[src/hdl/soc_bus_pkg.sv]
package soc_bus_pkg;

    // address map.
    localparam int SLAVE_SEL_WIDTH = 4;
    localparam int SLAVE_COUNT     = 2 ** SLAVE_SEL_WIDTH;
    localparam int SLAVE_TCM       = 0;

    typedef logic [31:0]              wb_addr_t;
    typedef logic [31:0]              wb_data_t;
    typedef logic [3:0]               wb_sel_t;
    typedef logic [SLAVE_COUNT-1:0]   slave_sel_t;
    typedef logic [7:0]               uart_byte_t;

    // master request, held until ack.
    typedef struct packed {
        wb_addr_t   adr;
        wb_data_t   dat;
        wb_sel_t    sel;
        logic       we;
        logic       stb;
        logic       cyc;
    } wb_req_t;

    // slave reply, dat is zero unless ack.
    typedef struct packed {
        wb_data_t   dat;
        logic       ack;
    } wb_rsp_t;

    typedef enum logic [1:0] {
        TX_IDLE,
        TX_START,
        TX_DATA,
        TX_STOP
    } uart_tx_state_t;

    typedef enum logic [1:0] {
        RX_IDLE,
        RX_START,
        RX_DATA,
        RX_STOP
    } uart_rx_state_t;

endpackage

[src/hdl/uart_channel.sv]
`timescale 1ns/1ps

module uart_channel #(
    parameter int CLKS_PER_BIT = 8
) (
    input  logic                    i_clk,
    input  logic                    i_rst,
    input  logic                    i_sel,
    input  soc_bus_pkg::wb_req_t    i_req,
    output soc_bus_pkg::wb_rsp_t    o_rsp,
    input  logic                    i_rx,
    output logic                    o_tx
);

    import soc_bus_pkg::*;

    localparam int BAUD_W = $clog2(CLKS_PER_BIT + 1);
    localparam int MID    = (CLKS_PER_BIT / 2 > 0) ? CLKS_PER_BIT / 2 - 1 : 0;

    localparam logic [BAUD_W-1:0] BIT_LAST = BAUD_W'(CLKS_PER_BIT - 1);
    localparam logic [BAUD_W-1:0] BIT_MID  = BAUD_W'(MID);

    localparam logic [1:0] REG_DATA   = 2'd0;
    localparam logic [1:0] REG_STATUS = 2'd1;

    // bus side.
    logic [1:0]         reg_ofs;
    logic               bus_hit;
    logic               bus_ack;
    wb_data_t           bus_rdata;
    wb_data_t           reg_rdata;
    logic               tx_load;
    logic               data_rd;

    // transmitter.
    uart_tx_state_t     tx_state;
    logic [BAUD_W-1:0]  tx_baud;
    logic [2:0]         tx_bit;
    uart_byte_t         tx_shift;
    logic               tx_busy;
    logic               tx_baud_end;

    // receiver.
    logic [1:0]         rx_sync;
    logic               rx_line;
    uart_rx_state_t     rx_state;
    logic [BAUD_W-1:0]  rx_baud;
    logic [2:0]         rx_bit;
    uart_byte_t         rx_shift;
    uart_byte_t         rx_byte;
    logic               rx_sample;
    logic               rx_done;
    logic               rx_valid;
    logic               overrun;

    assign reg_ofs = i_req.adr[3:2];
    assign bus_hit = i_sel & i_req.cyc & i_req.stb & ~bus_ack;

    // writes to DATA while busy are dropped.
    assign tx_load = bus_hit & i_req.we & (reg_ofs == REG_DATA) & i_req.sel[0] & ~tx_busy;
    assign data_rd = bus_hit & ~i_req.we & (reg_ofs == REG_DATA);

    always_comb begin
        case (reg_ofs)
            REG_DATA:   reg_rdata = wb_data_t'(rx_byte);
            REG_STATUS: reg_rdata = wb_data_t'({overrun, rx_valid, tx_busy});
            default:    reg_rdata = '0;
        endcase
    end

    always_ff @(posedge i_clk) begin
        if (i_rst) begin
            bus_ack   <= 1'b0;
            bus_rdata <= '0;
        end else begin
            bus_ack   <= bus_hit;
            bus_rdata <= (bus_hit && !i_req.we) ? reg_rdata : '0;
        end
    end

    assign o_rsp.dat = bus_rdata;
    assign o_rsp.ack = bus_ack;

    assign tx_busy     = (tx_state != TX_IDLE);
    assign tx_baud_end = (tx_baud == BIT_LAST);

    always_ff @(posedge i_clk) begin
        if (i_rst) begin
            tx_state <= TX_IDLE;
            tx_baud  <= '0;
            tx_bit   <= '0;
        end else begin
            tx_baud <= (tx_state == TX_IDLE || tx_baud_end) ? '0 : tx_baud + 1'b1;
            case (tx_state)
                TX_IDLE: begin
                    if (tx_load) begin
                        tx_state <= TX_START;
                    end
                end
                TX_START: begin
                    if (tx_baud_end) begin
                        tx_state <= TX_DATA;
                        tx_bit   <= '0;
                    end
                end
                TX_DATA: begin
                    if (tx_baud_end) begin
                        tx_bit <= tx_bit + 1'b1;
                        if (tx_bit == 3'd7) begin
                            tx_state <= TX_STOP;
                        end
                    end
                end
                TX_STOP: begin
                    if (tx_baud_end) begin
                        tx_state <= TX_IDLE;
                    end
                end
                default: tx_state <= TX_IDLE;
            endcase
        end
    end

    // lsb first.
    always_ff @(posedge i_clk) begin
        if (tx_load) begin
            tx_shift <= i_req.dat[7:0];
        end else if (tx_state == TX_DATA && tx_baud_end) begin
            tx_shift <= {1'b0, tx_shift[7:1]};
        end
    end

    always_comb begin
        case (tx_state)
            TX_START: o_tx = 1'b0;
            TX_DATA:  o_tx = tx_shift[0];
            default:  o_tx = 1'b1;
        endcase
    end

    // line idles high.
    always_ff @(posedge i_clk) begin
        if (i_rst) begin
            rx_sync <= 2'b11;
        end else begin
            rx_sync <= {rx_sync[0], i_rx};
        end
    end

    assign rx_line   = rx_sync[1];
    assign rx_sample = (rx_state == RX_DATA) && (rx_baud == BIT_LAST);
    assign rx_done   = (rx_state == RX_STOP) && (rx_baud == BIT_LAST) && rx_line;

    always_ff @(posedge i_clk) begin
        if (i_rst) begin
            rx_state <= RX_IDLE;
            rx_baud  <= '0;
            rx_bit   <= '0;
        end else begin
            case (rx_state)
                RX_IDLE: begin
                    rx_baud <= '0;
                    if (!rx_line) begin
                        rx_state <= RX_START;
                    end
                end
                RX_START: begin
                    // start bit must still be low at mid-bit.
                    if (rx_baud == BIT_MID) begin
                        rx_baud  <= '0;
                        rx_bit   <= '0;
                        rx_state <= rx_line ? RX_IDLE : RX_DATA;
                    end else begin
                        rx_baud <= rx_baud + 1'b1;
                    end
                end
                RX_DATA: begin
                    if (rx_baud == BIT_LAST) begin
                        rx_baud <= '0;
                        rx_bit  <= rx_bit + 1'b1;
                        if (rx_bit == 3'd7) begin
                            rx_state <= RX_STOP;
                        end
                    end else begin
                        rx_baud <= rx_baud + 1'b1;
                    end
                end
                RX_STOP: begin
                    if (rx_baud == BIT_LAST) begin
                        rx_baud  <= '0;
                        rx_state <= RX_IDLE;
                    end else begin
                        rx_baud <= rx_baud + 1'b1;
                    end
                end
                default: rx_state <= RX_IDLE;
            endcase
        end
    end

    always_ff @(posedge i_clk) begin
        if (rx_sample) begin
            rx_shift <= {rx_line, rx_shift[7:1]};
        end
        if (rx_done) begin
            rx_byte <= rx_shift;
        end
    end

    // a new byte over an unread one flags overrun.
    always_ff @(posedge i_clk) begin
        if (i_rst) begin
            rx_valid <= 1'b0;
            overrun  <= 1'b0;
        end else begin
            rx_valid <= rx_done | (rx_valid & ~data_rd);
            overrun  <= (overrun & ~data_rd) | (rx_done & rx_valid & ~data_rd);
        end
    end

endmodule

[config.mk]
export PLATFORM = sky130hd
export DESIGN_NAME = uart_channel
export DESIGN_NICKNAME = d
export VERILOG_FILES = /design/src/hdl/soc_bus_pkg.sv /design/src/hdl/uart_channel.sv
export SDC_FILE = /design/constraint.sdc
export NUM_CORES = 1
export LEC_CHECK = 0
export ABC_AREA = 1
export BUFFER_PORTS_ARGS = -buffer_cell sky130_fd_sc_hd__buf_4
export CORE_MARGIN = 3
export CORE_UTILIZATION = 47
export CTS_CLUSTER_SIZE = 40
export DETAILED_ROUTE_END_ITERATION = 16
export GPL_ROUTABILITY_DRIVEN = 0
export HOLD_SLACK_MARGIN = 0.1
export PLACE_DENSITY = 0.8
export SLEW_MARGIN = 20
export SYNTH_ARGS = -nofsm -noshare
export SYNTH_HDL_FRONTEND = slang
export SYNTH_SLANG_ARGS = --single-unit
[constraint.sdc]
create_clock -name i_clk -period 3.1 [get_ports i_clk]
set_input_delay 0.62 -clock i_clk [delete_from_list [all_inputs] [get_ports i_clk]]
set_output_delay 0.62 -clock i_clk [all_outputs]
set_load 0.02 [all_outputs]
==> flow_metrics.env <==
export IMPL_status="finished, final reports clean"
export IMPL_cts_tree="done"
export IMPL_drc=0
export IMPL_finalCritPeriodShare_pct=69.40
export IMPL_dr_first_iter_drc_count=108
export IMPL_r2r_end="tx_shift[3]$_DFFE_PP_"
export IMPL_worst_hold_startpoint="rx_sync[0]$_SDFF_PP1_"
export IMPL_dpl_hpwl_mm=2.859
export IMPL_clockBufferDepth=2
export IMPL_end_kind="output pin"
export IMPL_critPathKind="register to output pin"
export IMPL_nets=359
export IMPL_multi_input_area_um2=930.9
export IMPL_clk_pin_slew_worst_paths_ps=110
export IMPL_drive_gt1_share_pct=20.07
export IMPL_routed_wl_mm=3.747
export IMPL_syn_avg_cell_area_um2=10.16
export IMPL_synth_common_cells="nand2_1, dfxtp_1, buf_4, edfxtp_1, nor2_1"
export IMPL_critPathRequiredTime_ps=2480
export IMPL_synth_most_common_cell="nand2_1"
export IMPL_slew_violations=0
export IMPL_grt_first_pass_wirelength_mm=6.520
export IMPL_syn_area_mm2=0.002460
export IMPL_wl_per_cell_um=10.99
export IMPL_cp_arrival_ps=1530
export IMPL_regArea_mm2=0.001341
export IMPL_r2r_start="tx_state[0]$_SDFFE_PP0P_"
export IMPL_cts_setup_buffers=0
export IMPL_hold_path_end="rx_sync[1]$_SDFF_PP1_"
export IMPL_period_needed_ps=2151
export IMPL_ys_warn_count=0
export IMPL_max_cap_violations=0
export IMPL_htreeDepth=2
export IMPL_fin_worst_skew_ps=11.00
export IMPL_path_max_fanout=5
export IMPL_via_per_inst=4.654
export IMPL_numClockSinks=55
export IMPL_synth_ff_type="dfxtp_1"
export IMPL_grt_max_degree=20
export IMPL_tightest_slew_ps=658.9
export IMPL_hold_class="register to register"
export IMPL_synth_cells=242
export IMPL_relSlewSlack_pct=55.74
export IMPL_core_area_mm2=0.004880
export IMPL_antenna_found_initial=0
export IMPL_die_h_um=78.35
export IMPL_ys_ff_latch=55
export IMPL_clk_latency_ps=310
export IMPL_seq_area_frac_synth_pct=54.53
export IMPL_r2r_slack_ps=1370
export IMPL_power_leakage_nw=1.104
export IMPL_vias=1587
export IMPL_hold_depth=1
export IMPL_root_buffer="clkbuf_8"
export IMPL_grt_usage_pct=13.35
export IMPL_area_growth_pct=11.24
export IMPL_tns_ps=0
export IMPL_vdd_drop_max_uv=374.5
export IMPL_synth_edf_count=24
export IMPL_reg2regPathDepth=6
export IMPL_synthArstFlopShare_pct=0
export IMPL_cts_resized=0
export IMPL_io_buffers=27
export IMPL_fp_dieW_um=78.35
export IMPL_report_final_hold_viol_count=0
export IMPL_grt_pass1_vias=1537
export IMPL_synth_area_leader_cell="edfxtp_1"
export IMPL_initial_core_util_pct=50.41
export IMPL_hold_ws_ps=417.7
export IMPL_cts_made_buffers=5
export IMPL_grt_overflow=0
export IMPL_max_freq_mhz=464.8
export IMPL_startpoint_type="register"
export IMPL_antenna_cells=0
export IMPL_first_pass_iters=4
export IMPL_synth_area_leaders="edfxtp_1, dfxtp_1, buf_4"
export IMPL_finalSetupViolations=0
export IMPL_fill_cells=432
export IMPL_rsz0062_at_grt="no"
export IMPL_cts_hold_buffers=0
export IMPL_io_pins=109
export IMPL_power_density_mw_per_mm2=542.8
export IMPL_yosysTopAreaCellShare_pct=29.30
export IMPL_postRouteAntennaNets=0
export IMPL_num_rows=25
export IMPL_die_area_mm2=0.006138
export IMPL_synth_cell_types=33
## per-layer routing
layer  up-vias  track usage, %  share of wire (%)  routed length [µm]
met4         0           5.070               0.80                  30
met5         -               0                  0                   0
met1       731           14.64                 42                1592
met3         4           3.670                6.0                 223
li1        810               -                  -                   -
met2        42           24.40                 51                1900
## placed cells by master (no fill, tap or decap), types with 2 or more instances in the layout
| master | instances |
|---|---|
| nand2_1 | 37 |
| nor2_1 | 24 |
| inv_1 | 16 |
| o21ai_0 | 3 |
| buf_4 | 27 |
| mux2_1 | 7 |
| or2_2 | 2 |
| clkbuf_8 | 5 |
| inv_2 | 6 |
| nor2_4 | 2 |
| nand3_2 | 2 |
| edfxtp_1 | 24 |
| or2_1 | 2 |
| a21oi_1 | 13 |
| inv_6 | 2 |
| xnor2_1 | 2 |
| dfxtp_1 | 31 |
| a21oi_2 | 2 |
| conb_1 | 24 |
| nand3_1 | 17 |
| ha_1 | 11 |
| nor2_2 | 2 |
## final cells by class
cell class / instances / area share (%)
flip-flops and latches: 55 / 49.02
multi-input cells: 162 / 34.02
repair buffers: 27 / 7.407
well taps: 67 / 3.064
inverters: 22 / 3.018
clock buffers: 5 / 2.515
clock inverters: 3 / 0.9602
## worst max-delay path by stage
| stage | start | endpoint | slack [ps] | cells past startpoint |
|---|---|---|---|---|
| floorplan | tx_state[0]$_SDFFE_PP0P_ | o_tx | 1420 | 4 |
| global placement | i_req[42] | tx_shift[7]$_SDFFCE_PN0P_ | 1220 | 6 |
| detailed placement | i_req[42] | tx_shift[4]$_DFFE_PP_ | 1170 | 6 |
| CTS | tx_state[0]$_SDFFE_PP0P_ | o_tx | 920 | 5 |
| global route | tx_state[0]$_SDFFE_PP0P_ | o_tx | 880 | 5 |
| finish | tx_state[0]$_SDFFE_PP0P_ | o_tx | 950 | 5 |
## critical path, cell delays in order (launching register included)
cell and delay, ps:
dfxtp_1 370, inv_1 110, ha_1 260, or2_1 280, nand2_1 70, buf_4 130
## per-stage QoR
step	std cells	total power, mW	area [µm²]	utilization, %	setup WS (ps)
after floorplan	265	1.044	2546	-	1422
after global placement	333	1.084	2641	54.13	1222
after detailed placement	333	1.095	2641	54.13	1169
after CTS	341	1.504	2736	56.08	924.5
after global routing	341	1.577	2736	56.08	880.4
final	341	1.485	2736	56.08	948.7
## kinds of logic (layout without fill, tap and decap cells)
group / count (synthesis) / after routing / synth area share, %
adder cells (fa/ha/maj): 11 / 11 / 5.595
AND/OR/NAND/NOR: 97 / 97 / 19.74
XOR/XNOR: 3 / 3 / 1.068
buffers and inverters: 48 / 57 / 11.14
flip-flops: 55 / 55 / 54.53
other: 1 / 24 / 0.1524
multiplexers: 7 / 7 / 3.205
AO/OA/AOI/OAI: 20 / 20 / 4.578
## power breakdown
part           total [mW]  switching (mW)  leakage [nW]  internal [mW]
registers           0.791          0.0203         0.465          0.771
logic               0.286           0.179         0.589          0.106
clock network       0.409           0.242        0.0491          0.167
## flip-flops by register name, summed over array words and instances (netlist names), named ones only
register,flops
rx_sync,2
rx_bit,3
bus_ack,1
tx_shift,8
rx_baud,4
tx_bit,3
tx_baud,4
tx_state,2
bus_rdata,8
rx_shift,8
rx_state,1
overrun,1
rx_valid,1
rx_byte,8
Note: power is estimated with default switching activity, not from simulation.
