--- config.mk ---
export PLATFORM = sky130hd
export DESIGN_NAME = bus_read_mux
export DESIGN_NICKNAME = d
export VERILOG_FILES = /design/src/hdl/soc_bus_pkg.sv /design/src/hdl/bus_read_mux.sv
export SDC_FILE = /design/constraint.sdc
export NUM_CORES = 1
export LEC_CHECK = 0
export ABC_CLOCK_PERIOD_IN_PS = 1040
export BUFFER_PORTS_ARGS = -buffer_cell sky130_fd_sc_hd__clkbuf_2
export CORE_AREA = 4 4 232 234
export DETAILED_ROUTE_END_ITERATION = 10
export DIE_AREA = 0 0 236 238
export SYNTH_ARGS = -nofsm -noshare
export SYNTH_HDL_FRONTEND = slang
export SYNTH_SLANG_ARGS = --single-unit
--- constraint.sdc ---
create_clock -name vclk -period 1.04
set_input_delay 0.052 -clock vclk [all_inputs]
set_output_delay 0.052 -clock vclk [all_outputs]
set_load 0.05 [all_outputs]
--- src/hdl/soc_bus_pkg.sv ---
package soc_bus_pkg;

    // address map.
    localparam int SLAVE_SEL_WIDTH = 4;
    localparam int SLAVE_COUNT     = 2 ** SLAVE_SEL_WIDTH;
    localparam int SLAVE_TCM       = 0;

    typedef logic [31:0]              wb_addr_t;
    typedef logic [31:0]              wb_data_t;
    typedef logic [3:0]               wb_sel_t;
    typedef logic [SLAVE_COUNT-1:0]   slave_sel_t;
    typedef logic [7:0]               uart_byte_t;

    // master request, held until ack.
    typedef struct packed {
        wb_addr_t   adr;
        wb_data_t   dat;
        wb_sel_t    sel;
        logic       we;
        logic       stb;
        logic       cyc;
    } wb_req_t;

    // slave reply, dat is zero unless ack.
    typedef struct packed {
        wb_data_t   dat;
        logic       ack;
    } wb_rsp_t;

    typedef enum logic [1:0] {
        TX_IDLE,
        TX_START,
        TX_DATA,
        TX_STOP
    } uart_tx_state_t;

    typedef enum logic [1:0] {
        RX_IDLE,
        RX_START,
        RX_DATA,
        RX_STOP
    } uart_rx_state_t;

endpackage

--- src/hdl/bus_read_mux.sv ---
`timescale 1ns/1ps

module bus_read_mux (
    input  soc_bus_pkg::slave_sel_t                             i_slave_sel,
    input  soc_bus_pkg::wb_rsp_t [soc_bus_pkg::SLAVE_COUNT-1:0] i_slave_rsp,
    input  soc_bus_pkg::wb_rsp_t                                i_default_rsp,
    output soc_bus_pkg::wb_rsp_t                                o_rsp
);

    import soc_bus_pkg::*;

    // idle slaves drive zero, so a plain or is enough.
    always_comb begin
        o_rsp = i_default_rsp;
        for (int i = 0; i < SLAVE_COUNT; i++) begin
            if (i_slave_sel[i]) begin
                o_rsp.dat = o_rsp.dat | i_slave_rsp[i].dat;
                o_rsp.ack = o_rsp.ack | i_slave_rsp[i].ack;
            end
        end
    end

endmodule

==> results of run 1 <==
power by group through the flow:
stage	Combinational (mW)	Clock (mW)	Sequential, mW
floorplan	1.09	0	0
global placement	3.05	0	0
detailed placement	3.05	0	0
CTS	3.49	0	0
global route	3.88	0.00000141	0
finish	3.68	0.00000192	0
per-layer routing:
| metal | wire length, µm | GRT usage, % | vias to the layer above |
|---|---|---|---|
| met5 | 18 | 0 | - |
| met4 | 2738 | 7.101 | 4 |
| met3 | 4421 | 3.248 | 151 |
| met2 | 21850 | 25.09 | 690 |
| met1 | 18660 | 18.12 | 3464 |
| li1 | - | - | 3208 |
cell type report:
cell class,count,area [µm²]
Antenna cell,15,37.54
Fill cell,5878,42950
Multi-Input combinational cell,330,2975
Tap cell,688,860.8
Timing Repair Buffer,728,5205
worst min-delay path, cell delays in order:
cell and delay (ns):
clkbuf_2 0.07, a21oi_1 0.03, nand4_1 0.09, buf_8 0.15
metrics by stage:
| stage | setup TNS [ns] | std cells | hold slack (ns) |
|---|---|---|---|
| CTS | -10.42 | 1728 | 0.4641 |
| detailed placement | -11.46 | 1705 | 0.4776 |
| global placement | -11.32 | 1705 | 0.4831 |
| finish | -10.07 | 1761 | 0.4571 |
| floorplan | -5.489 | 393 | 0.4956 |
| global route | -11.56 | 1757 | 0.4785 |
cell usage after synthesis, drive strengths merged:
library cell	instances	area [µm²]
a21oi	33	165.2
a221oi	33	495.5
a222oi	33	330.3
a22o	33	289.0
a22oi	132	991.0
and4	33	289.0
buf	56	370.3
clkbuf	7	26.28
nand4	33	206.5
how the worst max path moves through the flow:
stage,endpoint,cells past startpoint,slack [ns],start
2_1_floorplan,o_rsp[19],5,-0.17,i_slave_sel[0]
3_3_place_gp,o_rsp[4],6,-0.55,i_slave_sel[14]
3_5_place_dp,o_rsp[4],6,-0.52,i_slave_sel[14]
4_1_cts,o_rsp[13],6,-0.46,i_slave_sel[5]
5_1_grt,o_rsp[13],6,-0.47,i_slave_sel[4]
6_report,o_rsp[2],6,-0.49,i_slave_sel[8]
placed cells by master, fill, tap and decap left out:
master     instances
and4_1            27
a21oi_2            1
nand4_1           33
and4_4             5
a22o_1            33
a21oi_1           32
buf_2              2
clkbuf_8           5
buf_8             17
a22oi_2           36
clkbuf_16          7
a221oi_2          32
a22oi_1           96
buf_12            55
buf_6             17
diode_2           15
and4_2             1
a222oi_1          33
buf_4             55
buf_16             6
clkbuf_2         563
clkbuf_4           1
a221oi_4           1
cells by family after synthesis:
group	synth area share [%]
simple gates	15.66
buf+inv	12.54
compound gates	71.80
repair_timing:
action                                 in CTS  in global routing
setup endpoints to repair                  33                 33
gates resized for setup                   104                 54
setup buffers                              15                 21
hold buffers                                0                  0
cloned                                      9                  4
pin swaps                                  62                 58
endpoints found under the hold margin       0                  0
==> flow_results.xml, run 1 <==
<?xml version="1.0" encoding="UTF-8"?>
<metrics>
  <group name="drt">
    <metric name="num_vias" unit="">7517</metric>
    <metric name="drt_wirelength" unit="µm">47680</metric>
    <metric name="detail-route-antenna-nets" unit="">0</metric>
    <metric name="drc_violations_left" unit="">0</metric>
    <metric name="drt-pass1-iter-count" unit="">9</metric>
    <metric name="post_drt_via_cell_ratio" unit="">4.269</metric>
    <metric name="number_of_drc_markers_after_the_initial_detailed_route_iteration" unit="">898</metric>
    <metric name="post_drt_wl_per_cell" unit="µm">27.08</metric>
  </group>
  <group name="setup_path">
    <metric name="arrival" unit="ns">1.48</metric>
    <metric name="cp.required" unit="ns">0.99</metric>
    <metric name="critical_path.max_fanout" unit="">8</metric>
    <metric name="critical_path_cell_sequence" unit="">buf_8 -&gt; buf_12 -&gt; buf_8 -&gt; a222oi_1 -&gt; nand4_1 -&gt; buf_12</metric>
    <metric name="worst-setup-path-type" unit="">in -&gt; out</metric>
    <metric name="critical_path.slowest_cell" unit="">a222oi_1</metric>
    <metric name="timing.critical_path.slowest_cell_delay" unit="ns">0.48</metric>
    <metric name="critical_path_buf_inv_count" unit="">4</metric>
    <metric name="timing.critical_path.from_type" unit="">primary input</metric>
    <metric name="cp_top_family" unit="">buffers and inverters</metric>
    <metric name="endpoint_kind" unit="">primary output</metric>
  </group>
  <group name="floorplan">
    <metric name="floorplan.rows" unit="">84</metric>
    <metric name="chipWidth" unit="µm">236</metric>
    <metric name="pin_count" unit="">610</metric>
    <metric name="floorplan.initialDensity" unit="%">6.080</metric>
    <metric name="die-area" unit="mm²">0.05617</metric>
    <metric name="core-area" unit="mm²">0.05202</metric>
    <metric name="die_h" unit="µm">238</metric>
  </group>
  <group name="power_and_ir_drop">
    <metric name="switching_share" unit="%">46.79</metric>
    <metric name="cellLeakagePower" unit="nW">4.445</metric>
    <metric name="internal_power" unit="mW">1.957</metric>
    <metric name="total_switching_power" unit="mW">1.721</metric>
    <metric name="power_frac_clock" unit="%">0</metric>
    <metric name="pwr-share-comb" unit="%">100.0</metric>
    <metric name="ir_drop" unit="µV">194.0</metric>
    <metric name="pnr_total_power" unit="mW">3.677</metric>
    <metric name="cellPowerDensity" unit="mW/mm²">405.1</metric>
    <metric name="seqPwrFrac" unit="%">0</metric>
  </group>
  <group name="grt">
    <metric name="global_route_wire_length_before_repair" unit="µm">59740</metric>
    <metric name="global_route.usage.total" unit="%">14.90</metric>
    <metric name="antenna_found_initial" unit="">18</metric>
    <metric name="grt-ovfl-total" unit="">0</metric>
    <metric name="pin_count_of_the_biggest_net_entering_global_routing" unit="">19</metric>
    <metric name="via_count_of_the_first_global_routing_pass" unit="">7895</metric>
  </group>
  <group name="timing">
    <metric name="grt_setup_unrepaired" unit="">yes</metric>
    <metric name="timing.final.crit_share" unit="%">147.2</metric>
    <metric name="finalSetupViolCount" unit="">33</metric>
    <metric name="tightestPinTransition" unit="ns">0.5731</metric>
    <metric name="achievable-frequency" unit="GHz">0.6533</metric>
    <metric name="timing_hold_violations_final" unit="">0</metric>
    <metric name="fin_ws" unit="ns">-0.4907</metric>
    <metric name="relSlewSlack" unit="%">61.79</metric>
    <metric name="slew_violations" unit="">0</metric>
    <metric name="fin_crit" unit="ns">1.531</metric>
  </group>
  <group name="placed_design">
    <metric name="dpl-instance-area" unit="mm²">0.007874</metric>
    <metric name="gp_routability_congestion" unit="">0.9363</metric>
    <metric name="hpwl" unit="µm">37250</metric>
    <metric name="place_worst_setup_slack" unit="ns">-0.5229</metric>
    <metric name="placement.io_buffers" unit="">610</metric>
  </group>
  <group name="hold_path">
    <metric name="min_path_cells" unit="">4</metric>
    <metric name="hold_path_end" unit="">o_rsp[10]</metric>
    <metric name="hp-class" unit="">in -&gt; out</metric>
    <metric name="hp-start" unit="">i_default_rsp[10]</metric>
  </group>
  <group name="layout">
    <metric name="sequential_cell_area" unit="µm²">0</metric>
    <metric name="n_sequential_cell" unit="">0</metric>
    <metric name="num-clock-buffers" unit="">0</metric>
    <metric name="design_area" unit="mm²">0.009079</metric>
    <metric name="postLayoutCoreUtil" unit="%">17.45</metric>
    <metric name="final_layout_size_suffix_gt1_share" unit="%">75.99</metric>
    <metric name="layout-area-overhead-vs-synth" unit="%">187.0</metric>
    <metric name="finish.net_count" unit="">1637</metric>
  </group>
  <group name="synth">
    <metric name="postSynthNetCount" unit="">970</metric>
    <metric name="post_synth_num_cell_types" unit="">12</metric>
    <metric name="synthesis.yosys.warnings" unit="">0</metric>
    <metric name="syn_area_per_cell" unit="µm²">8.048</metric>
    <metric name="cell_count_after_synthesis" unit="">393</metric>
    <metric name="ys_seq_area_share" unit="%">0</metric>
    <metric name="synthesis.area" unit="mm²">0.003163</metric>
  </group>
  <group name="status">
    <metric name="violated_checks" unit="">negative setup slack</metric>
    <metric name="status" unit="">complete, but fails checks</metric>
  </group>
  <group name="run">
    <metric name="drv_cap" unit="">0</metric>
  </group>
</metrics>
Note: power is estimated with default switching activity, not from simulation.
==> run 2, diff against run 1 <==
- CORE_AREA: 4 4 232 234 -> 3 3 238 240
- DIE_AREA: 0 0 236 238 -> 0 0 241 243
- RECOVER_POWER: unset -> 100
==> run 2 against run 1 <==
Compared with the run above: the run still ends with negative setup slack left; first-iteration DRC count down 23%; critical path depth up 1; routed wire length up 1.6%; sequential share of layout area unchanged; die area up 4.3%; final cell count up 0.91%; non-clock buffer count up 5; combinational power up 4%; total power up 4.6%; final area up 1.9%; flip-flop and latch count unchanged; clock-buffer cell count unchanged; critical path type unchanged; largest cell class unchanged.
==> flow_results.xml, run 2 (synthesis results as in run 1) <==
<?xml version="1.0" encoding="UTF-8"?>
<metrics>
  <group name="timing">
    <metric name="timing.final.crit_share" unit="%">140.6</metric>
    <metric name="achievable-frequency" unit="GHz">0.6840</metric>
    <metric name="fin_crit" unit="ns">1.462</metric>
    <metric name="slew_violations" unit="">0</metric>
    <metric name="finalSetupViolCount" unit="">33</metric>
    <metric name="grt_setup_unrepaired" unit="">yes</metric>
    <metric name="tightestPinTransition" unit="ns">0.5708</metric>
    <metric name="relSlewSlack" unit="%">61.94</metric>
    <metric name="setup_total_negative_slack" unit="ns">-10.42</metric>
    <metric name="fin_ws" unit="ns">-0.4220</metric>
    <metric name="timing_hold_violations_final" unit="">0</metric>
  </group>
  <group name="grt">
    <metric name="via_count_of_the_first_global_routing_pass" unit="">7723</metric>
    <metric name="pin_count_of_the_biggest_net_entering_global_routing" unit="">20</metric>
    <metric name="antenna_found_initial" unit="">17</metric>
    <metric name="global_route.usage.total" unit="%">14.47</metric>
    <metric name="grt-ovfl-total" unit="">0</metric>
    <metric name="global_route_wire_length_before_repair" unit="µm">58750</metric>
  </group>
  <group name="placed_design">
    <metric name="gp_routability_congestion" unit="">0.9211</metric>
    <metric name="placement.io_buffers" unit="">610</metric>
    <metric name="hpwl" unit="µm">36920</metric>
    <metric name="dpl-instance-area" unit="mm²">0.007914</metric>
    <metric name="place_worst_setup_slack" unit="ns">-0.5406</metric>
  </group>
  <group name="floorplan">
    <metric name="die-area" unit="mm²">0.05856</metric>
    <metric name="core-area" unit="mm²">0.05488</metric>
    <metric name="die_h" unit="µm">243</metric>
    <metric name="pin_count" unit="">610</metric>
    <metric name="floorplan.rows" unit="">86</metric>
    <metric name="chipWidth" unit="µm">241</metric>
    <metric name="floorplan.initialDensity" unit="%">5.764</metric>
  </group>
  <group name="run">
    <metric name="drv_cap" unit="">0</metric>
  </group>
  <group name="drt">
    <metric name="number_of_drc_markers_after_the_initial_detailed_route_iteration" unit="">692</metric>
    <metric name="post_drt_via_cell_ratio" unit="">4.259</metric>
    <metric name="num_vias" unit="">7569</metric>
    <metric name="detail-route-antenna-nets" unit="">0</metric>
    <metric name="drt-pass1-iter-count" unit="">5</metric>
    <metric name="drt_wirelength" unit="µm">48440</metric>
    <metric name="drc_violations_left" unit="">0</metric>
    <metric name="post_drt_wl_per_cell" unit="µm">27.26</metric>
  </group>
  <group name="status">
    <metric name="violated_checks" unit="">negative setup slack</metric>
    <metric name="status" unit="">complete, but fails checks</metric>
  </group>
  <group name="power_and_ir_drop">
    <metric name="cellPowerDensity" unit="mW/mm²">415.4</metric>
    <metric name="cellLeakagePower" unit="nW">4.508</metric>
    <metric name="ir_drop" unit="µV">210.2</metric>
  </group>
  <group name="hold_path">
    <metric name="hp-class" unit="">in -&gt; out</metric>
  </group>
  <group name="layout">
    <metric name="filler_cell_count" unit="">6189</metric>
    <metric name="layout-area-overhead-vs-synth" unit="%">192.6</metric>
    <metric name="n_sequential_cell" unit="">0</metric>
    <metric name="finish.net_count" unit="">1642</metric>
    <metric name="sequential_cell_area" unit="µm²">0</metric>
    <metric name="layout.cells.most_common" unit="">clkbuf_2</metric>
    <metric name="num-clock-buffers" unit="">0</metric>
    <metric name="layout.cells.most_common_list" unit="">clkbuf_2, a22oi_1, buf_12, a22oi_2, buf_4</metric>
    <metric name="design_area" unit="mm²">0.009255</metric>
    <metric name="final_layout_size_suffix_gt1_share" unit="%">77.33</metric>
  </group>
  <group name="setup_path">
    <metric name="cp.required" unit="ns">0.99</metric>
    <metric name="worst-setup-path-type" unit="">in -&gt; out</metric>
    <metric name="critical_path.max_fanout" unit="">8</metric>
    <metric name="endpoint_kind" unit="">primary output</metric>
    <metric name="arrival" unit="ns">1.41</metric>
    <metric name="timing.critical_path.from_type" unit="">primary input</metric>
  </group>
  <group name="clock_network">
    <metric name="postCtsHoldBufs" unit="">0</metric>
  </group>
</metrics>
==> run 2: changes by cell type in the layout (fill, tap and decap cells not counted), sizes merged <==
cell	change
bufbuf	+1
clkbuf	+7
diode	-5
buf	-3
==> run 2: layout make-up <==
cell class                 count  area [µm²]  area share [%]
tap                          704       880.8           9.517
antenna                       10       25.02          0.2704
multi-input combinational    330        3039           32.84
timing repair buffer         733        5310           57.37
==> run 2: timing repair <==
item	CTS	global route
gates resized for setup	141	50
pin swaps	54	34
buffers inserted	20	14
endpoints found under the setup margin	33	33
hold endpoints to repair	0	0
cloned	5	3
==> run 2: power breakdown <==
| part | internal [mW] | switching (mW) |
|---|---|---|
| clock network | 0.00000129 | 0 |
| logic | 2.03 | 1.81 |
| registers | 0 | 0 |
| total | 2.03 | 1.81 |
==> run 2: worst paths after layout <==
check	startpoint	to	cells past startpoint
worst min-delay path	i_default_rsp[3]	o_rsp[3]	4
worst max-delay path	i_slave_sel[2]	o_rsp[26]	7
==> run 2: metal layers <==
| layer | GRT usage (%) | routed length (µm) | up-vias |
|---|---|---|---|
| met3 | 3.715 | 4757 | 125 |
| met5 | 0 | 61 | - |
| met4 | 6.626 | 2469 | 8 |
| met2 | 25.21 | 23160 | 713 |
| li1 | - | - | 3205 |
| met1 | 16.44 | 17980 | 3518 |
==> run 2: worst max-delay path: stages <==
cell and delay, ns:
buf_6 0.10, buf_12 0.14, buf_16 0.16, a22o_1 0.22, a221oi_2 0.27, nand4_1 0.24, buf_12 0.22
==> run 2: through the flow <==
| step | util (%) | hold slack, ns | power [mW] | cells |
|---|---|---|---|---|
| after detailed placement | 14.42 | 0.4786 | 3.131 | 1729 |
| after CTS | 16.19 | 0.4619 | 3.606 | 1753 |
| after global routing | 16.86 | 0.4783 | 4.060 | 1776 |
| after floorplan | - | 0.4956 | 1.087 | 393 |
| after global placement | 14.42 | 0.4782 | 3.129 | 1729 |
| final | 16.87 | 0.4551 | 3.845 | 1777 |
