`config.mk`:
```
export PLATFORM = sky130hd
export DESIGN_NAME = bus_decoder
export DESIGN_NICKNAME = d
export VERILOG_FILES = /design/src/hdl/soc_bus_pkg.sv /design/src/hdl/bus_decoder.sv
export SDC_FILE = /design/constraint.sdc
export NUM_CORES = 1
export LEC_CHECK = 0
export ABC_AREA = 1
export CORE_AREA = 2 2 47 49
export CTS_CLUSTER_SIZE = 8
export DETAILED_ROUTE_END_ITERATION = 10
export DIE_AREA = 0 0 49 51
export DONT_BUFFER_PORTS = 1
export GPL_TIMING_DRIVEN = 0
export PLACE_DENSITY_LB_ADDON = 0.25
export SLEW_MARGIN = 20
export SYNTH_ARGS = -nofsm -noshare
export SYNTH_HDL_FRONTEND = slang
export SYNTH_SLANG_ARGS = --single-unit
```
`constraint.sdc`:
```
create_clock -name i_clk -period 0.85 [get_ports i_clk]
set_clock_uncertainty 0.05 [all_clocks]
set_input_delay 0.1275 -clock i_clk [delete_from_list [all_inputs] [get_ports i_clk]]
set_output_delay 0.1275 -clock i_clk [all_outputs]
set_load 0.02 [all_outputs]
```
`src/hdl/soc_bus_pkg.sv`:
```
package soc_bus_pkg;

    // address map.
    localparam int SLAVE_SEL_WIDTH = 4;
    localparam int SLAVE_COUNT     = 2 ** SLAVE_SEL_WIDTH;
    localparam int SLAVE_TCM       = 0;

    typedef logic [31:0]              wb_addr_t;
    typedef logic [31:0]              wb_data_t;
    typedef logic [3:0]               wb_sel_t;
    typedef logic [SLAVE_COUNT-1:0]   slave_sel_t;
    typedef logic [7:0]               uart_byte_t;

    // master request, held until ack.
    typedef struct packed {
        wb_addr_t   adr;
        wb_data_t   dat;
        wb_sel_t    sel;
        logic       we;
        logic       stb;
        logic       cyc;
    } wb_req_t;

    // slave reply, dat is zero unless ack.
    typedef struct packed {
        wb_data_t   dat;
        logic       ack;
    } wb_rsp_t;

    typedef enum logic [1:0] {
        TX_IDLE,
        TX_START,
        TX_DATA,
        TX_STOP
    } uart_tx_state_t;

    typedef enum logic [1:0] {
        RX_IDLE,
        RX_START,
        RX_DATA,
        RX_STOP
    } uart_rx_state_t;

endpackage

```
`src/hdl/bus_decoder.sv`:
```
`timescale 1ns/1ps

module bus_decoder #(
    parameter int UART_COUNT = 2
) (
    input  logic                    i_clk,
    input  logic                    i_rst,
    input  soc_bus_pkg::wb_req_t    i_req,
    output soc_bus_pkg::slave_sel_t o_slave_sel,
    output soc_bus_pkg::wb_rsp_t    o_default_rsp
);

    import soc_bus_pkg::*;

    // highest select index with a slave behind it.
    localparam int LAST_MAPPED = SLAVE_TCM + UART_COUNT;

    logic [SLAVE_SEL_WIDTH-1:0] slave_idx;
    logic                       unmapped;
    logic                       default_ack;

    assign slave_idx = i_req.adr[31 -: SLAVE_SEL_WIDTH];
    assign unmapped  = (int'(slave_idx) > LAST_MAPPED);

    // one-hot select, only inside a cycle.
    always_comb begin
        o_slave_sel = '0;
        if (i_req.cyc) begin
            o_slave_sel[slave_idx] = 1'b1;
        end
    end

    // unmapped accesses still get a single ack.
    always_ff @(posedge i_clk) begin
        if (i_rst) begin
            default_ack <= 1'b0;
        end else begin
            default_ack <= i_req.cyc & i_req.stb & unmapped & ~default_ack;
        end
    end

    assign o_default_rsp.dat = '0;
    assign o_default_rsp.ack = default_ack;

endmodule

```
==> results.ini, run 1 <==
[outcome]
status = finished clean

[critical_path]
rrSetupSlack_ns = 0.20
critical_path_class = in -> out
r2r_cells = 3
start_kind = input port
end_kind = output port
timing.rr.end = default_ack$_SDFF_PP0_
r2r-start = default_ack$_SDFF_PP0_
critical_path_required_ns = 0.67
cp.arrival_ns = 0.67
critPathMaxFanout = 4

[synth]
ys_warn_count = 0
yosys_register_bits = 1
ys_types = 9
synth_area_leaders = buf_4 59%, nor2_1 18%, nand2_1 7.1%, dfxtp_1 4.8%, inv_1 4.5%
syn_area_per_cell_um2 = 5.84
syn_area_um2 = 420
seq_area_frac_synth_pct = 4.76
yosysTopAreaCell = buf_4
syn_inst = 72
netlist.area_leader.share_pct = 58.9

[finish]
reg_top3 = default_ack (1)
layout-drive-gt1-share_pct = 55.3
nNetsFinal = 178
antenna_cells = 0
finalNonFillerCells = 131
final_core_util_pct = 34.4
syn_to_final_growth_pct = 68.7
largest_register_ffs = 1
top_register = default_ack

[pwr]
leakage_nw = 0.377
power_density_mw_per_mm2 = 586
peakVddDrop_uv = 191

[placement]
post-place-cells = 131
dp_hpwl_um = 839
gp_congestion = 0.636
io_buffers = 0

[global_route]
grt_pass1_vias = 300
gr-total-overflow = 0
gr-usage-all-layers_pct = 6.43
grt_max_degree = 6
antenna_found_initial = 0
grt_pass1_wl_um = 1270

[die]
ios = 122
die_w_um = 49
die_h_um = 51
coreArea_mm2 = 0.00206
start_util_pct = 20.4
dieArea_mm2 = 0.00250
rows = 17

[timing]
max_freq_mhz = 1180
slew_viol_final = 0
fin_crit_ns = 0.845
setup_violations = 0
grt_setup_unrepaired = yes
min_period_over_period_pct = 99.4
hold_viol = 0

[routing]
detail-route-antenna-nets = 0
drt_iter0_drc = 0
wirelength_um = 1120
drt_pass1_iterations = 1
vias = 418
route.detailed.drc = 0
avgViaCountPerCell = 3.19
avgRoutedWirePerCell_um = 8.57

[worst_hold_path]
min_from = i_rst
hold_end = default_ack$_SDFF_PP0_
hold_depth = 3
holdCritPathClass = in -> reg

[run]
maxCapViolCount = 0

[cts]
insertion_delay_ns = 0
post_cts_buffers = 0
path_clk_slew_ns = 0
holdBufCountCts = 0

[critical path, stage by stage]
cell     delay, ns
inv_1         0.04
nor2_1        0.11
nand2_2       0.17
nor2_4        0.22
[cell usage after synthesis]
master	n
nand2_1	8
nor2_1	20
inv_1	5
nor2_2	1
conb_1	1
nand3_1	2
buf_4	33
dfxtp_1	1
or2_4	1
[worst max path at each step]
stage | slack, ns | endpoint | start | cells after the start
global placement | -0.07 | o_slave_sel[1] | i_req[70] | 3
global route | -0.05 | o_slave_sel[2] | i_req[68] | 4
CTS | -0.05 | o_slave_sel[5] | i_req[68] | 3
finish | 0.005 | o_slave_sel[2] | i_req[68] | 4
detailed placement | -0.1 | o_slave_sel[1] | i_req[70] | 3
floorplan | -0.009 | o_slave_sel[4] | i_req[69] | 3
[placed cells by master (no fill, tap or decap)]
cell	instances
buf_4	33
nand2_2	3
nor2_2	1
conb_1	32
nand3_2	2
nand2_1	5
nor2_4	16
inv_1	4
or2_4	1
nor2_1	4
inv_2	1
dfxtp_1	1
[metrics by stage]
stage | instance area [um^2] | TNS, ns | total power [mW] | setup slack, ns | hold slack (ns)
finish | 709 | 0 | 0.416 | 0.00528 | 0.235
global route | 709 | -0.252 | 0.443 | -0.0524 | 0.272
CTS | 584 | -0.457 | 0.363 | -0.0460 | 0.238
detailed placement | 572 | -0.536 | 0.358 | -0.0957 | 0.237
global placement | 572 | -0.443 | 0.357 | -0.0676 | 0.234
floorplan | 537 | -0.0265 | 0.347 | -0.00882 | 0.226
[final cells by class]
type | count | area (um^2)
fill | 221 | 1350
inverter | 5 | 18.8
buffer | 33 | 248
sequential | 1 | 20.0
tap | 28 | 35.0
multi-input combinational | 64 | 388
[power breakdown]
| part | switching (mW) | internal [mW] |
|---|---|---|
| sequential | 0.000873 | 0.0498 |
| combinational | 0.238 | 0.127 |
| clock | 0 | 0 |
[logic make-up (layout without fill, tap and decap cells)]
| family | Yosys count | count (layout) | synth area share, % |
|---|---|---|---|
| buffers and inverters | 38 | 38 | 63.4 |
| and+or+nand+nor | 32 | 32 | 31.0 |
| other | 1 | 32 | 0.892 |
| DFF | 1 | 1 | 4.76 |
[layer usage]
metal	GRT usage [%]	routed length, um
met1	8.96	437
met2	10.3	478
met3	2.05	207
met4	0	0
met5	0	0
[what timing repair did]
action | 4_1_cts | 5_1_grt
pin swaps | 0 | 1
endpoints found under the setup margin | 13 | 14
resized for setup | 5 | 33
Note: power is estimated with default switching activity, not from simulation.
==> run 2, diff against run 1 <==
--- a/config.mk
+++ b/config.mk
@@ -6,10 +6,10 @@
 export NUM_CORES = 1
 export LEC_CHECK = 0
 export ABC_AREA = 1
-export CORE_AREA = 2 2 47 49
+export CORE_AREA = 2 2 46 48
 export CTS_CLUSTER_SIZE = 8
 export DETAILED_ROUTE_END_ITERATION = 10
-export DIE_AREA = 0 0 49 51
+export DIE_AREA = 0 0 48 50
 export DONT_BUFFER_PORTS = 1
 export GPL_TIMING_DRIVEN = 0
 export PLACE_DENSITY_LB_ADDON = 0.25
==> results.ini, run 2 (synthesized netlist as in run 1, its figures left out) <==
[global_route]
gr-total-overflow = 0  ; unchanged
grt_pass1_wl_um = 1100  ; was 1270 um
gr-usage-all-layers_pct = 5.97  ; was 6.43%
grt_max_degree = 6  ; unchanged
antenna_found_initial = 0  ; unchanged
grt_pass1_vias = 277  ; was 300

[critical_path]
cp.arrival_ns = 0.68  ; was 0.67 ns
critical_path_class = in -> out  ; unchanged
critPathMaxFanout = 4  ; unchanged
path_delay_family = simple AND/OR/NAND/NOR gates  ; unchanged
crit_chain = nor2_1 -> inv_2 -> nor2_2  ; was inv_1 -> nor2_1 -> nand2_2 -> nor2_4
crit_buf_inv = 1  ; unchanged
critical_path.slowest_cell = nor2_2  ; was nor2_4
end_kind = output port  ; unchanged
start_kind = input port  ; unchanged
critical_path_required_ns = 0.67  ; about the same
max_stage_delay_ns = 0.25  ; was 0.22 ns

[finish]
fill_cells = 197  ; was 221
final_common_cell = buf_4  ; unchanged
nNetsFinal = 178  ; unchanged
antenna_cells = 0  ; unchanged
finalNonFillerCells = 130  ; was 131
top_register = default_ack  ; unchanged
final_core_util_pct = 31.7  ; was 34.4%
reg_top3 = default_ack (1)  ; unchanged
layout-drive-gt1-share_pct = 45.6  ; was 55.3%
largest_register_ffs = 1  ; unchanged
design_area_um2 = 603  ; was 709 um^2
syn_to_final_growth_pct = 43.5  ; was 68.7%
final_cell_mix = 33 x buf_4, 32 x conb_1, 11 x nor2_2  ; was 33 x buf_4, 32 x conb_1, 16 x nor2_4

[worst_hold_path]
holdCritPathClass = in -> reg  ; unchanged

[timing]
fin_crit_ns = 0.857  ; was 0.845 ns
min_period_over_period_pct = 101  ; was 99.4%
setup_violations = 3  ; was 0
holdWs_ns = 0.235  ; about the same
slew_viol_final = 0  ; unchanged
hold_viol = 0  ; unchanged
max_freq_mhz = 1170  ; was 1180 MHz
setup_tns_ns = -0.0138  ; was 0 ns
grt_setup_unrepaired = yes  ; unchanged
setup_slack_ns = -0.00745  ; was 0.00528 ns

[routing]
vias = 395  ; was 418
avgViaCountPerCell = 3.04  ; was 3.19
detail-route-antenna-nets = 0  ; unchanged
route.detailed.drc = 0  ; unchanged
drt_pass1_iterations = 3  ; was 1
wirelength_um = 871  ; was 1120 um
drt_iter0_drc = 4  ; was 0
avgRoutedWirePerCell_um = 6.70  ; was 8.57 um

[pwr]
p_int_uw = 169  ; was 177 uW
seqPwrFrac_pct = 13.5  ; was 12.2%
leakage_nw = 0.370  ; was 0.377 nW
comb_power_share_pct = 86.5  ; was 87.8%
power_density_mw_per_mm2 = 622  ; was 586 mW/mm^2
report.power.total_uw = 375  ; was 416 uW
p_switching_uw = 207  ; was 238 uW
p_clk_share_pct = 0  ; about the same
peakVddDrop_uv = 207  ; was 191 uV
swShare_pct = 55.1  ; was 57.4%

[outcome]
status = finished, violations left  ; was finished clean
violations = setup timing

[die]
die_h_um = 50  ; was 51 um
start_util_pct = 22.1  ; was 20.4%
rows = 16  ; was 17
dieArea_mm2 = 0.00240  ; was 0.00250 mm^2
ios = 122  ; unchanged
coreArea_mm2 = 0.00190  ; was 0.00206 mm^2
die_w_um = 48  ; was 49 um

[cts]
insertion_delay_ns = 0  ; about the same
path_clk_slew_ns = 0  ; about the same
post_cts_buffers = 0  ; unchanged

[placement]
io_buffers = 0  ; unchanged
place_area_um2 = 571  ; was 572 um^2
post-place-cells = 130  ; was 131
dp_hpwl_um = 766  ; was 839 um
place_ws_ns = -0.0559  ; was -0.0957 ns
gp_congestion = 0.709  ; was 0.636

[run]
maxCapViolCount = 0  ; unchanged

## run 2: final cells by class
type                    instances  area [um^2]  area share [%]
well taps                      27         33.8            5.60
multi-input cells              64          283            46.9
inverters                       5         18.8            3.11
plain buffers                  33          248            41.1
flip-flops and latches          1         20.0            3.32
## run 2: final timing paths
| check | slack [ns] | start | cells after the start | end |
|---|---|---|---|---|
| setup / recovery | -0.007 | i_req[70] | 3 | o_slave_sel[1] |
| hold / removal | 0.24 | i_rst | 3 | default_ack$_SDFF_PP0_ |
| setup reg to reg | 0.21 | default_ack$_SDFF_PP0_ | 3 | default_ack$_SDFF_PP0_ |
| hold reg to reg | 0.44 | default_ack$_SDFF_PP0_ | 3 | default_ack$_SDFF_PP0_ |
## run 2: worst reg2reg max path: cells and delay by family, from the launching register on
family           cells  cell delay (ns)
DFF                  1             0.28
and+or+nand+nor      3             0.24
## run 2: power groups by stage
stage,Sequential [mW],Clock [mW],Combinational (mW)
after floorplan,0.0505,0,0.297
after global placement,0.0506,0,0.304
after detailed placement,0.0506,0,0.304
after CTS,0.0506,0,0.309
after global routing,0.0512,0,0.351
final,0.0506,0,0.325
## run 2: routing by layer
| layer | global-route usage, % | routed length [um] |
|---|---|---|
| met5 | 0 | 0 |
| met4 | 1.35 | 18 |
| met3 | 0.733 | 172 |
| met2 | 10.7 | 354 |
| met1 | 7.17 | 326 |
## run 2: repair_timing
item	CTS	global route
endpoints found under the setup margin	9	8
hold buffers	0	0
resized for setup	5	8
pin swaps	0	0
==> run 3, diff against run 2 <==
--- a/config.mk
+++ b/config.mk
@@ -5,9 +5,7 @@
 export SDC_FILE = /design/constraint.sdc
 export NUM_CORES = 1
 export LEC_CHECK = 0
-export ABC_AREA = 1
 export CORE_AREA = 2 2 46 48
-export CTS_CLUSTER_SIZE = 8
 export DETAILED_ROUTE_END_ITERATION = 10
 export DIE_AREA = 0 0 48 50
 export DONT_BUFFER_PORTS = 1
==> results.ini, run 3 <==
[synth]
ys_warn_count = 0  ; unchanged
yosys_register_bits = 1  ; unchanged
synth_edf_count = 0  ; unchanged
yosys-top-cells-count = 33 x buf_4, 13 x nor2_1, 3 x nor3_1  ; was 33 x buf_4, 20 x nor2_1, 8 x nand2_1
ys.flop_type = dfxtp_1  ; unchanged
ys_types = 13  ; was 9
yosysTopAreaCell = buf_4  ; unchanged
synth_most_common_cell = buf_4  ; unchanged
netlist.area_leader.share_pct = 59.8  ; was 58.9%
syn_area_per_cell_um2 = 6.79  ; was 5.84 um^2
syn_area_um2 = 414  ; was 420 um^2
synth_area_leaders = buf_4 60%, nor2_1 12%, dfxtp_1 4.8%, nor3_1 3.6%, a2111oi_2 3.6%  ; was buf_4 59%, nor2_1 18%, nand2_1 7.1%, dfxtp_1 4.8%, inv_1 4.5%
async_flop_share_pct = 0  ; unchanged
syn_inst = 61  ; was 72
seq_area_frac_synth_pct = 4.83  ; was 4.76%

[die]
start_util_pct = 21.8  ; was 22.1%
dieArea_mm2 = 0.00240  ; unchanged
coreArea_mm2 = 0.00190  ; unchanged
die_w_um = 48  ; unchanged
ios = 122  ; unchanged
rows = 16  ; unchanged
die_h_um = 50  ; unchanged

[timing]
fin_crit_ns = 0.986  ; was 0.857 ns
max_freq_mhz = 1010  ; was 1170 MHz
setup_violations = 8  ; was 3
hold_viol = 0  ; unchanged
slew_viol_final = 0  ; unchanged
setup_slack_ns = -0.136  ; was -0.00745 ns
min_period_over_period_pct = 116  ; was 101%
grt_setup_unrepaired = yes  ; unchanged

[global_route]
gr-total-overflow = 0  ; unchanged
grt_pass1_wl_um = 1420  ; was 1100 um
gr-usage-all-layers_pct = 7.72  ; was 5.97%
grt_pass1_vias = 310  ; was 277
antenna_found_initial = 0  ; unchanged
grt_max_degree = 8  ; was 6

[pwr]
p_clk_share_pct = 0  ; about the same
peakVddDrop_uv = 345  ; was 207 uV
p_int_uw = 181  ; was 169 uW
leakage_nw = 0.356  ; was 0.370 nW
power_density_mw_per_mm2 = 570  ; was 622 mW/mm^2
p_switching_uw = 216  ; was 207 uW
report.power.total_uw = 397  ; was 375 uW
comb_power_share_pct = 87.1  ; was 86.5%
swShare_pct = 54.3  ; was 55.1%
seqPwrFrac_pct = 12.9  ; was 13.5%

[critical_path]
critical_path_class = in -> out  ; unchanged
path_delay_family = simple AND/OR/NAND/NOR gates  ; unchanged
crit_chain = or3b_4 -> nor3_4  ; was nor2_1 -> inv_2 -> nor2_2
critical_path.slowest_cell = or3b_4  ; was nor2_2
end_kind = output port  ; unchanged
crit_buf_inv = 0  ; was 1
cp.arrival_ns = 0.81  ; was 0.68 ns
critical_path_required_ns = 0.67  ; about the same
start_kind = input port  ; unchanged
max_stage_delay_ns = 0.44  ; was 0.25 ns
critPathMaxFanout = 5  ; was 4

[finish]
largest_register_ffs = 1  ; unchanged
final_cell_mix = 34 x buf_4, 32 x conb_1, 9 x nor2_4  ; was 33 x buf_4, 32 x conb_1, 11 x nor2_2
final_core_util_pct = 36.6  ; was 31.7%
nNetsFinal = 169  ; was 178
multi_input_area_um2 = 377  ; was 283 um^2
reg_top3 = default_ack (1)  ; unchanged
layout-drive-gt1-share_pct = 59.6  ; was 45.6%
top_register = default_ack  ; unchanged
final_common_cell = buf_4  ; unchanged
fill_cells = 205  ; was 197
seqCellArea_um2 = 20.0  ; unchanged
syn_to_final_growth_pct = 68.3  ; was 43.5%
antenna_cells = 0  ; unchanged

[routing]
detail-route-antenna-nets = 0  ; unchanged
drt_pass1_iterations = 1  ; was 3
avgRoutedWirePerCell_um = 8.31  ; was 6.70 um
drt_iter0_drc = 0  ; was 4
wirelength_um = 1010  ; was 871 um
route.detailed.drc = 0  ; unchanged
avgViaCountPerCell = 3.20  ; was 3.04
vias = 387  ; was 395

[cts]
path_clk_slew_ns = 0  ; about the same
insertion_delay_ns = 0  ; about the same

[placement]
dp_hpwl_um = 874  ; was 766 um
io_buffers = 0  ; unchanged
place_ws_ns = -0.139  ; was -0.0559 ns
gp_congestion = 0.655  ; was 0.709

[worst_hold_path]
holdCritPathClass = in -> reg  ; unchanged

[run]
maxCapViolCount = 0  ; unchanged

[outcome]
status = finished, violations left  ; unchanged
violations = setup timing  ; unchanged

-- run 3: changes by cell type after synthesis, sizes merged, moves of 2 or more --
cell | previous run | this run
nor2 | 21 | 13
nand2 | 8 | 2
nor3 | 0 | 4
nand2b | 0 | 2
nand3b | 0 | 2
inv | 5 | 0
-- run 3: cell type report --
class | instances | area share, %
Timing Repair Buffer | 2 | 2.69
Sequential cell | 1 | 2.87
Multi-Input combinational cell | 58 | 54.0
Tap cell | 27 | 4.85
Buffer | 33 | 35.5
-- run 3: stage by stage --
| step | cell area [um^2] | TNS (ns) | hold WS (ns) | instances |
|---|---|---|---|---|
| after floorplan | 559 | -0.414 | 0.146 | 92 |
| after global placement | 593 | -0.970 | 0.149 | 119 |
| after detailed placement | 593 | -1.02 | 0.149 | 119 |
| after CTS | 666 | -0.621 | 0.149 | 121 |
| after global routing | 697 | -0.692 | 0.150 | 121 |
| final | 697 | -0.553 | 0.148 | 121 |
-- run 3: kinds of logic after synthesis --
logic type	Yosys count	share of synthesized area, %
flip-flops	1	4.83
AO/OA/AOI/OAI	1	3.62
buffers and inverters	33	59.8
other	1	0.905
AND/OR/NAND/NOR	25	30.8
-- run 3: power by group through the flow --
stage          registers (mW)  logic, mW  clock network [mW]
3_3_place_gp           0.0512      0.305                   0
5_1_grt                0.0514      0.373                   0
4_1_cts                0.0514      0.331                   0
2_1_floorplan          0.0509      0.296                   0
3_5_place_dp           0.0513      0.305                   0
6_report               0.0512      0.346                   0
-- run 3: timing repair --
action | CTS | global route
pin swaps | 1 | 3
gates resized for setup | 16 | 7
setup buffers | 2 | 0
setup endpoints to repair | 14 | 14
hold buffers | 0 | 0
-- run 3: final timing paths --
| path | start | endpoint | slack [ns] | depth (start not counted) |
|---|---|---|---|---|
| setup reg to reg | default_ack$_SDFF_PP0_ | default_ack$_SDFF_PP0_ | 0.14 | 1 |
| hold reg to reg | default_ack$_SDFF_PP0_ | default_ack$_SDFF_PP0_ | 0.39 | 1 |
| hold / removal | i_rst | default_ack$_SDFF_PP0_ | 0.15 | 1 |
| setup / recovery | i_req[70] | o_slave_sel[0] | -0.14 | 2 |
-- run 3: metal layers --
layer  vias up  GRT usage [%]  part of all wire [%]
met5         -              0                     0
met4         0              0                     0
met3         0           1.83                    18
met2        42           14.4                    49
met1       149           8.95                    33
li1        196              -                     -
